`config.mk`:
```
export PLATFORM = sky130hd
export DESIGN_NAME = ipu_top
export DESIGN_NICKNAME = d
export VERILOG_FILES = /design/src/rtl/ipu_pkg.sv /design/src/rtl/ipu_decode.sv /design/src/rtl/ipu_lane.sv /design/src/rtl/ipu_result.sv /design/src/rtl/ipu_top.sv
export SDC_FILE = /design/constraint.sdc
export NUM_CORES = 1
export LEC_CHECK = 0
export BUFFER_PORTS_ARGS = -buffer_cell sky130_fd_sc_hd__buf_2
export CORE_MARGIN = 2
export CORE_UTILIZATION = 56
export DETAILED_ROUTE_END_ITERATION = 6
export PLACE_DENSITY = 0.85
export SLEW_MARGIN = 30
export SYNTH_ARGS = -nofsm -noshare
export SYNTH_HDL_FRONTEND = slang
export SYNTH_SLANG_ARGS = --single-unit
```
`constraint.sdc`:
```
create_clock -name clk_i -period 1.6 [get_ports clk_i]
set_input_delay 0 -clock clk_i [delete_from_list [all_inputs] [get_ports clk_i]]
set_output_delay 0 -clock clk_i [all_outputs]
set_load 0.005 [all_outputs]
```
`src/rtl/ipu_pkg.sv`:
```
// Fixed 32-bit datapath where the spare SEW encoding is decoded as 32-bit elements
package ipu_pkg;

    // Datapath width in bits and bytes
    localparam int unsigned ELEN  = 32;
    localparam int unsigned ELENB = ELEN / 8;

    typedef logic [ELEN-1:0] elen_t;

    // Selected element width
    typedef enum logic [1:0] {
        SEW_8  = 2'd0,
        SEW_16 = 2'd1,
        SEW_32 = 2'd2
    } sew_e;

    // Operation as requested by the issuing core
    typedef enum logic [3:0] {
        OP_ADD  = 4'd0,
        OP_SUB  = 4'd1,
        OP_AND  = 4'd2,
        OP_OR   = 4'd3,
        OP_XOR  = 4'd4,
        OP_MINU = 4'd5,
        OP_MIN  = 4'd6,
        OP_MAXU = 4'd7,
        OP_MAX  = 4'd8
    } op_e;

    // Operation as seen by a lane with signedness carried separately
    typedef enum logic [2:0] {
        LANE_ADD = 3'd0,
        LANE_SUB = 3'd1,
        LANE_AND = 3'd2,
        LANE_OR  = 3'd3,
        LANE_XOR = 3'd4,
        LANE_MIN = 3'd5,
        LANE_MAX = 3'd6
    } lane_op_e;

    // One datapath word split into bytes, halfwords or kept whole
    typedef union packed {
        logic [ELENB-1:0][7:0]    b;
        logic [ELEN/16-1:0][15:0] h;
        elen_t                    w;
    } lane_word_u;

endpackage

```
`src/rtl/ipu_decode.sv`:
```
// Purely combinational and relies on the operands staying stable while valid is high
`timescale 1ns/100ps
module ipu_decode import ipu_pkg::*; (
    input  op_e        operation_i,
    input  sew_e       sew_i,
    input  elen_t      op_s1_i,
    input  elen_t      op_s2_i,
    input  logic       operation_valid_i,
    output lane_op_e   lane_op_o,
    output logic       lane_signed_o,
    output logic [3:0] lane_valid_o,
    output logic [7:0] s1_b0_o,
    output logic [7:0] s1_b1_o,
    output logic [7:0] s2_b0_o,
    output logic [7:0] s2_b1_o,
    output logic [15:0] s1_h_o,
    output logic [15:0] s2_h_o,
    output elen_t      s1_w_o,
    output elen_t      s2_w_o
);

    lane_word_u s1_u;
    lane_word_u s2_u;
    logic       is_signed;

    assign s1_u = op_s1_i;
    assign s2_u = op_s2_i;

    // Only the signed compares extend with the sign bit
    assign is_signed     = operation_i inside {OP_MIN, OP_MAX};
    assign lane_signed_o = is_signed;

    ////////////////////////////////////////////////////////////
    // Operation folding
    ////////////////////////////////////////////////////////////

    always_comb begin
        case (operation_i)
            OP_ADD:          lane_op_o = LANE_ADD;
            OP_SUB:          lane_op_o = LANE_SUB;
            OP_AND:          lane_op_o = LANE_AND;
            OP_OR:           lane_op_o = LANE_OR;
            OP_XOR:          lane_op_o = LANE_XOR;
            OP_MINU, OP_MIN: lane_op_o = LANE_MIN;
            OP_MAXU, OP_MAX: lane_op_o = LANE_MAX;
            default:         lane_op_o = LANE_ADD;
        endcase
    end

    ////////////////////////////////////////////////////////////
    // Operand distribution
    ////////////////////////////////////////////////////////////

    always_comb begin
        s1_b0_o      = '0;
        s1_b1_o      = '0;
        s2_b0_o      = '0;
        s2_b1_o      = '0;
        s1_h_o       = '0;
        s2_h_o       = '0;
        s1_w_o       = '0;
        s2_w_o       = '0;
        lane_valid_o = '0;
        case (sew_i)
            SEW_8: begin
                s1_b0_o      = s1_u.b[0];
                s1_b1_o      = s1_u.b[1];
                s2_b0_o      = s2_u.b[0];
                s2_b1_o      = s2_u.b[1];
                // Upper bytes ride in the wider lanes
                s1_h_o       = {{8{is_signed & s1_u.b[2][7]}}, s1_u.b[2]};
                s2_h_o       = {{8{is_signed & s2_u.b[2][7]}}, s2_u.b[2]};
                s1_w_o       = {{(ELEN-8){is_signed & s1_u.b[3][7]}}, s1_u.b[3]};
                s2_w_o       = {{(ELEN-8){is_signed & s2_u.b[3][7]}}, s2_u.b[3]};
                lane_valid_o = {4{operation_valid_i}};
            end
            SEW_16: begin
                s1_h_o       = s1_u.h[0];
                s2_h_o       = s2_u.h[0];
                s1_w_o       = {{(ELEN-16){is_signed & s1_u.h[1][15]}}, s1_u.h[1]};
                s2_w_o       = {{(ELEN-16){is_signed & s2_u.h[1][15]}}, s2_u.h[1]};
                lane_valid_o = {{2{operation_valid_i}}, 2'b00};
            end
            default: begin
                s1_w_o       = s1_u.w;
                s2_w_o       = s2_u.w;
                lane_valid_o = {operation_valid_i, 3'b000};
            end
        endcase
    end

endmodule

```
`src/rtl/ipu_lane.sv`:
```
// Combinational lane ALU with no carry in or out and a zero result while not valid
`timescale 1ns/100ps
module ipu_lane import ipu_pkg::*; #(
    parameter int unsigned Width = 32
) (
    input  lane_op_e         op_i,
    input  logic             signed_i,
    input  logic             valid_i,
    input  logic [Width-1:0] s1_i,
    input  logic [Width-1:0] s2_i,
    output logic [Width-1:0] result_o
);

    logic             s1_less;
    logic [Width-1:0] alu_res;

    // One comparator serves both min and max
    assign s1_less = signed_i ? ($signed(s1_i) < $signed(s2_i)) : (s1_i < s2_i);

    always_comb begin
        case (op_i)
            LANE_ADD: alu_res = s1_i + s2_i;
            LANE_SUB: alu_res = s1_i - s2_i;
            LANE_AND: alu_res = s1_i & s2_i;
            LANE_OR:  alu_res = s1_i | s2_i;
            LANE_XOR: alu_res = s1_i ^ s2_i;
            LANE_MIN: alu_res = s1_less ? s1_i : s2_i;
            LANE_MAX: alu_res = s1_less ? s2_i : s1_i;
            default:  alu_res = '0;
        endcase
    end

    // Idle lanes drive zero
    assign result_o = valid_i ? alu_res : '0;

endmodule

```
`src/rtl/ipu_result.sv`:
```
// Single output register so one result is held while the next one is computed
`timescale 1ns/100ps
module ipu_result import ipu_pkg::*; (
    input  logic        clk_i,
    input  logic        rst_n_i,
    input  sew_e        sew_i,
    input  logic        operation_valid_i,
    input  logic [7:0]  res_b0_i,
    input  logic [7:0]  res_b1_i,
    input  logic [15:0] res_h_i,
    input  elen_t       res_w_i,
    input  logic        result_ready_i,
    output logic        operation_ready_o,
    output logic        result_valid_o,
    output elen_t       result_o
);

    lane_word_u collect_word;
    elen_t      result_q;
    logic       result_valid_q;
    logic       load;

    ////////////////////////////////////////////////////////////
    // Collector
    ////////////////////////////////////////////////////////////

    always_comb begin
        collect_word.w = res_w_i;
        case (sew_i)
            SEW_8: begin
                collect_word.b[0] = res_b0_i;
                collect_word.b[1] = res_b1_i;
                collect_word.b[2] = res_h_i[7:0];
                collect_word.b[3] = res_w_i[7:0];
            end
            SEW_16: begin
                collect_word.h[0] = res_h_i;
                collect_word.h[1] = res_w_i[15:0];
            end
            default: begin
                collect_word.w = res_w_i;
            end
        endcase
    end

    ////////////////////////////////////////////////////////////
    // Output register
    ////////////////////////////////////////////////////////////

    // Free when empty or drained this cycle
    assign operation_ready_o = ~result_valid_q | result_ready_i;
    assign load              = operation_valid_i & operation_ready_o;

    always_ff @(posedge clk_i or negedge rst_n_i) begin
        if (!rst_n_i) begin
            result_valid_q <= 1'b0;
        end else if (operation_ready_o) begin
            result_valid_q <= operation_valid_i;
        end
    end

    always_ff @(posedge clk_i) begin
        if (load) begin
            result_q <= collect_word.w;
        end
    end

    assign result_o       = result_q;
    assign result_valid_o = result_valid_q;

endmodule

```
`src/rtl/ipu_top.sv`:
```
// No multiply or divide, and all lanes run the same operation in each cycle
`timescale 1ns/100ps
module ipu_top import ipu_pkg::*; (
    input  logic  clk_i,
    input  logic  rst_n_i,
    input  op_e   operation_i,
    input  sew_e  sew_i,
    input  elen_t op_s1_i,
    input  elen_t op_s2_i,
    input  logic  operation_valid_i,
    output logic  operation_ready_o,
    output elen_t result_o,
    output logic  result_valid_o,
    input  logic  result_ready_i
);

    lane_op_e    lane_op;
    logic        lane_signed;
    logic [3:0]  lane_valid;
    logic [7:0]  s1_b0;
    logic [7:0]  s1_b1;
    logic [7:0]  s2_b0;
    logic [7:0]  s2_b1;
    logic [15:0] s1_h;
    logic [15:0] s2_h;
    elen_t       s1_w;
    elen_t       s2_w;
    logic [7:0]  res_b0;
    logic [7:0]  res_b1;
    logic [15:0] res_h;
    elen_t       res_w;

    ipu_decode i_decode (
        .operation_i       (operation_i),
        .sew_i             (sew_i),
        .op_s1_i           (op_s1_i),
        .op_s2_i           (op_s2_i),
        .operation_valid_i (operation_valid_i),
        .lane_op_o         (lane_op),
        .lane_signed_o     (lane_signed),
        .lane_valid_o      (lane_valid),
        .s1_b0_o           (s1_b0),
        .s1_b1_o           (s1_b1),
        .s2_b0_o           (s2_b0),
        .s2_b1_o           (s2_b1),
        .s1_h_o            (s1_h),
        .s2_h_o            (s2_h),
        .s1_w_o            (s1_w),
        .s2_w_o            (s2_w)
    );

    ////////////////////////////////////////////////////////////
    // SIMD lanes
    ////////////////////////////////////////////////////////////

    ipu_lane #(.Width(8)) i_lane_8b_0 (
        .op_i     (lane_op),
        .signed_i (lane_signed),
        .valid_i  (lane_valid[0]),
        .s1_i     (s1_b0),
        .s2_i     (s2_b0),
        .result_o (res_b0)
    );

    ipu_lane #(.Width(8)) i_lane_8b_1 (
        .op_i     (lane_op),
        .signed_i (lane_signed),
        .valid_i  (lane_valid[1]),
        .s1_i     (s1_b1),
        .s2_i     (s2_b1),
        .result_o (res_b1)
    );

    ipu_lane #(.Width(16)) i_lane_16b_0 (
        .op_i     (lane_op),
        .signed_i (lane_signed),
        .valid_i  (lane_valid[2]),
        .s1_i     (s1_h),
        .s2_i     (s2_h),
        .result_o (res_h)
    );

    ipu_lane #(.Width(ELEN)) i_lane_32b_0 (
        .op_i     (lane_op),
        .signed_i (lane_signed),
        .valid_i  (lane_valid[3]),
        .s1_i     (s1_w),
        .s2_i     (s2_w),
        .result_o (res_w)
    );

    ipu_result i_result (
        .clk_i             (clk_i),
        .rst_n_i           (rst_n_i),
        .sew_i             (sew_i),
        .operation_valid_i (operation_valid_i),
        .res_b0_i          (res_b0),
        .res_b1_i          (res_b1),
        .res_h_i           (res_h),
        .res_w_i           (res_w),
        .result_ready_i    (result_ready_i),
        .operation_ready_o (operation_ready_o),
        .result_valid_o    (result_valid_o),
        .result_o          (result_o)
    );

endmodule

```
==> metrics.md, run 1 <==
| Metric | Value |
|---|---|
| Pre-CTS setup slack | `-3140 ps` |
| Total grt overflow | `1,965` |
| CTS H-tree depth | `2` |
| Clock buffer depth | `2` |
| Leading area contributor after synthesis | `ha_1` |
| Synth area leaders | `ha_1 (18%), a21oi_1 (7.7%), edfxtp_1 (7.1%)` |
| Status | `aborted with a tool error` |
| RD Place Congestion | `roughly 1.3` |
| CTS Buf Count | `5` |
| Syn_area_per_cell | `6.82 µm²` |
| I/O pins | `between 100 and 150` |
| Synth Net Count | `2,262` |
| All-Layer GR Usage | `1.05` |
| Post-placement cell count | `3,013` |
| Yosys top cell area share | `0.180` |
| Port Buffer Count | `107` |
| Starting Density | `0.573` |
| Sequential fraction of the synthesis area | `0.0728` |
| DP HPWL | `68.6 mm` |
| Row count | `56` |
| Num Clock Sinks | `33` |
| Clock root buffer master | `clkbuf_16` |
| Pin count of the biggest net entering global routing | `35` |
| Error message | `[ERROR GRT-0116] Global routing finished with congestion. Check the congestion regions in the DRC Viewer.` |
| Die H | `~160 µm` |
| Number of global-route vias before repair | `30,300` |
| Post-synth EDFFs | `32` |
| YS warnings | `0` |
| Die Span X | `159 µm` |
| Yosys cell types | `88` |
| #FFs+latches synth | `33` |
| Post-synth ARST share | `0.0303` |
| Synth Instances | `1,985` |
| Top FF cell, synth | `edfxtp_1` |
| Exit stage | `global routing` |
| Synthesized area | `13,500 µm²` |
| First-pass GRT wire length | `205 mm` |
==> cell families after synthesis <==
family / Yosys count / share of synthesized area
buffers and inverters: 331 / 0.0955
AOI/OAI and AO/OA: 777 / 0.386
DFF: 33 / 0.0728
adders and majority gates: 203 / 0.192
muxes: 68 / 0.0511
xor gates and xnor gates: 24 / 0.0155
and+or+nand+nor: 549 / 0.186
==> what timing repair did <==
item | CTS
pin swaps | 62
setup buffers | 41
gates cloned | 2
gates resized for setup | 222
endpoints found under the hold margin | 1
setup endpoints to repair | 32
hold buffers | 1
==> per-stage QoR <==
step | cell area [µm²] | hold WS [ps] | util
floorplan | 13900 | -296 | -
global placement | 20000 | -225 | 0.845
detailed placement | 20000 | -216 | 0.845
CTS | 21500 | 1.33 | 0.912
==> cell usage after synthesis, types with 8 or more instances <==
cell	number
clkbuf_1	93
o221ai_1	32
o2111ai_1	8
ha_1	195
nor2_1	181
a211o_1	9
o21a_1	27
nand2_1	183
mux2i_1	63
and3_1	11
a21o_1	32
or3_1	13
nor2b_1	17
o31ai_1	15
o21bai_1	20
a31oi_1	18
o311ai_0	9
nor3_1	45
a2111oi_0	10
inv_1	189
o21ai_0	163
buf_1	22
o211ai_1	28
xnor2_1	20
a211oi_1	27
buf_2	18
nand4_1	9
a221oi_1	27
o22ai_1	16
nand2b_1	16
and2_1	19
a221o_1	21
a21oi_1	207
edfxtp_1	32
fa_1	8
a22oi_1	29
nand3_1	23
==> layer usage <==
metal  GRT overflow  GRT usage
met1            237      0.976
met3            149      0.949
met2           1174       1.22
met5             19      0.822
met4            386       1.10
==> inputs of run 2 (changes only) <==
--- a/config.mk
+++ b/config.mk
@@ -7,9 +7,9 @@
 export LEC_CHECK = 0
 export BUFFER_PORTS_ARGS = -buffer_cell sky130_fd_sc_hd__buf_2
 export CORE_MARGIN = 2
-export CORE_UTILIZATION = 56
+export CORE_UTILIZATION = 40
 export DETAILED_ROUTE_END_ITERATION = 6
-export PLACE_DENSITY = 0.85
+export PLACE_DENSITY_LB_ADDON = 0.15
 export SLEW_MARGIN = 30
 export SYNTH_ARGS = -nofsm -noshare
 export SYNTH_HDL_FRONTEND = slang
==> constraint.sdc (replaced) <==
create_clock -name clk_i -period 2.1 [get_ports clk_i]
set_input_delay 0 -clock clk_i [delete_from_list [all_inputs] [get_ports clk_i]]
set_output_delay 0 -clock clk_i [all_outputs]
set_load 0.005 [all_outputs]
==> run 2 against run 1 <==
  * The flow now finishes, with violations (setup timing)
  * Area after synthesis is the same
  * Synthesized cell count is the same
==> metrics.md, run 2 <==
| Metric | Value |
|---|---|
| Max-Cap Viols | `0` |
| YS warnings | `0` |
| Crit path cell chain | `buf_4, buf_12, mux2i_2, nor2_1, a21oi_2, inv_1, ha_2, fa_2, nor2_2, o311a_1, o211a_1, buf_4, o21ai_0, and3_1, a2111oi_1, o21ai_1, a221o_1, mux2i_2, o22ai_1` |
| WL per Instance | `~25 µm` |
| Violated checks | `setup timing` |
| Number of global-route vias before repair | `between 15,000 and 20,000` |
| Max frequency | `254 MHz` |
| Worst Setup End Kind | `register` |
| RSZ-0062 raised after global routing | `yes` |
| Count leader, synth | `a21oi_1` |
| Max-slew violations | `0` |
| Full die area | `35,300 µm²` |
| Row count | `67` |
| VDD IR max | `about 380 µV` |
| CTS tree | `yes` |
| Setup violators final | `32` |
| Fin. Hold Viols | `0` |
| Top FF cell, synth | `edfxtp_1` |
| Worst stage delay on the critical path | `410 ps` |
| Clock-pin transition on the worst setup and hold timing paths | `approximately 50 ps` |
| CP max FO | `12` |
| Most frequent cells in the layout | `buf_4 (779), inv_1 (176), nand2_1 (176), a21oi_1 (167), nor2_1 (161)` |
| CTS H-tree depth | `2` |
| CTS Buf Count | `5` |
| Fin Hold WS | `about 24 ps` |
| CP Launch Type | `input port` |
| Sequential fraction of the synthesis area | `0.0728` |
| All-Layer GR Usage | `0.442` |
| WP buf/inv | `4` |
| Critical Path AT | `3930 ps` |
| Starting Density | `0.405` |
| Yosys top cell area share | `0.180` |
| Total grt overflow | `0` |
| Status | `finished with violations` |
| Number of DRC markers in iteration 0 | `2,663` |
| Leak pwr | `0.0107 µW` |
| Routed WL | `81.7 mm` |
| First-pass DRT Iterations | `6` |
| CP top delay family | `compound AO/OA/AOI/OAI gates` |
| Worst-margin pin slew | `897 ps` |
| Layout net count | `3,070` |
| Post-synth EDFFs | `32` |
| Synth Net Count | `2,262` |
| Die Span X | `188 µm` |
| Leading area contributor after synthesis | `ha_1` |
| Top cells by count, synth | `a21oi_1 (207), ha_1 (195), inv_1 (189), nand2_1 (183), nor2_1 (181)` |
| Post-route DRC | `0` |
| Yosys cell types | `88` |
| Most common cell after layout, fill and taps aside | `buf_4` |
| Post-Layout Cell Count | `3,244` |
| Vias post-DR | `20,300` |
| Post-route setup slack | `-1830 ps` |
| Multi-input logic area | `12,900 µm²` |
| Tot Pwr | `about 9600 µW` |
| Post-synth ARST share | `0.0303` |
| Crit share post-route | `1.87` |
| Total power per unit cell area | `424 nW/µm²` |
| Num Clock Sinks | `33` |
| Pin count of the biggest net entering global routing | `33` |
| RD Place Congestion | `1.10` |
| Post-DR vias/cell | `6.27` |
| Slowest library cell on the worst path | `fa_2` |
| Core footprint | `between 30,000 and 40,000 µm²` |
| Kind of critical path | `in -> reg` |
| DP HPWL | `66.8 mm` |
| Layout filler cell count | `2,867` |
| Port Buffer Count | `107` |
| Clock buffer depth | `2` |
| #FFs+latches synth | `33` |
| Layout Skew | `6.19 ps` |
| ANT nets after route | `0` |
| TNS Setup | `-54,750 ps` |
| Layout area overhead | `67.5%` |
| Synth Instances | `slightly below 2,000` |
| Clk_lat worst skew | `280 ps` |
| Min-Delay Path Class | `in -> reg` |
| Slew HR | `0.387` |
| Initial antenna violation count | `3` |
| Critical Path RT | `2100 ps` |
| Clock root buffer master | `clkbuf_16` |
| Syn_area_per_cell | `6.82 µm²` |
| Post-placement cell count | `3,184` |
| Fin crit period | `3930 ps` |
| Share of cells above drive strength 1 | `0.437` |
| Max FFs per register | `32` |
| FF+latch area | `986 µm²` |
| Synth area leaders | `ha_1 (18%), a21oi_1 (7.7%), edfxtp_1 (7.1%)` |
| Die H | `approximately 190 µm` |
| Synthesized area | `13,500 µm²` |
| First-pass GRT wire length | `~120 mm` |
| I/O pins | `between 100 and 150` |
==> run 2: cell families after synthesis <==
logic type      after synthesis  share of synthesized area
flops                        33                     0.0728
buf+inv                     331                     0.0955
fa+ha+maj                   203                      0.192
mux                          68                     0.0511
simple gates                549                      0.186
compound gates              777                      0.386
xor+xnor                     24                     0.0155
==> run 2: worst paths after layout <==
path	from	slack [ps]	end	depth (start not counted)
max	sew_i[0]	-1830	i_result.result_o[28]	19
min	result_ready_i	20	i_result.result_valid_o	3
max reg2reg	i_result.result_valid_o	730	i_result.result_o[29]	3
min reg2reg	i_result.result_valid_o	520	i_result.result_valid_o	2
max in group asynchronous	rst_n_i	1990	i_result.result_valid_o	2
min in group asynchronous	rst_n_i	30	i_result.result_valid_o	2
==> run 2: layer usage <==
metal  global-route usage  wire (µm)  vias up  part of all wire
met5                    0          0        -                 0
met2                0.646      32400     1551              0.40
met1                0.626      33700     9595              0.41
met3                0.109      11500      308              0.14
li1                     -          -     8881                 -
met4                0.157       4170        0             0.051
==> run 2: through the flow <==
step | instance area [µm²] | worst slack [ps] | util
finish | 22700 | -1830 | 0.678
global route | 22700 | -1930 | 0.678
CTS | 21900 | -1750 | 0.654
detailed placement | 20500 | -2650 | 0.614
global placement | 20500 | -2650 | 0.614
floorplan | 13900 | -1710 | -
==> run 2: power by group <==
part	switching [µW]	internal [µW]	leakage [µW]
registers	30.3	808	0.000326
logic	4390	3680	0.0103
clock network	269	435	0.0000706
total	4690	4930	0.0107
==> run 2: worst min-delay path: stages <==
cell,delay [ps]
buf_2,70
nand2b_1,120
nand2_1,60
==> run 2: timing repair <==
item,4_1_cts,5_1_grt
gates resized for setup,191,139
buffers inserted,29,25
cloned,4,0
endpoints found under the hold margin,1,0
setup endpoints to repair,32,32
pin swaps,45,60
hold buffers,1,0
==> run 2: layout make-up <==
class | instances | share of cell area
inverters | 192 | 0.0320
well taps | 448 | 0.0247
repair buffers | 940 | 0.323
multi-input cells | 1621 | 0.570
flip-flops and latches | 33 | 0.0435
clock inverters | 2 | 0.000441
clock buffers | 6 | 0.00568
diodes | 2 | 0.000221
Note: power is estimated with default switching activity, not from simulation.
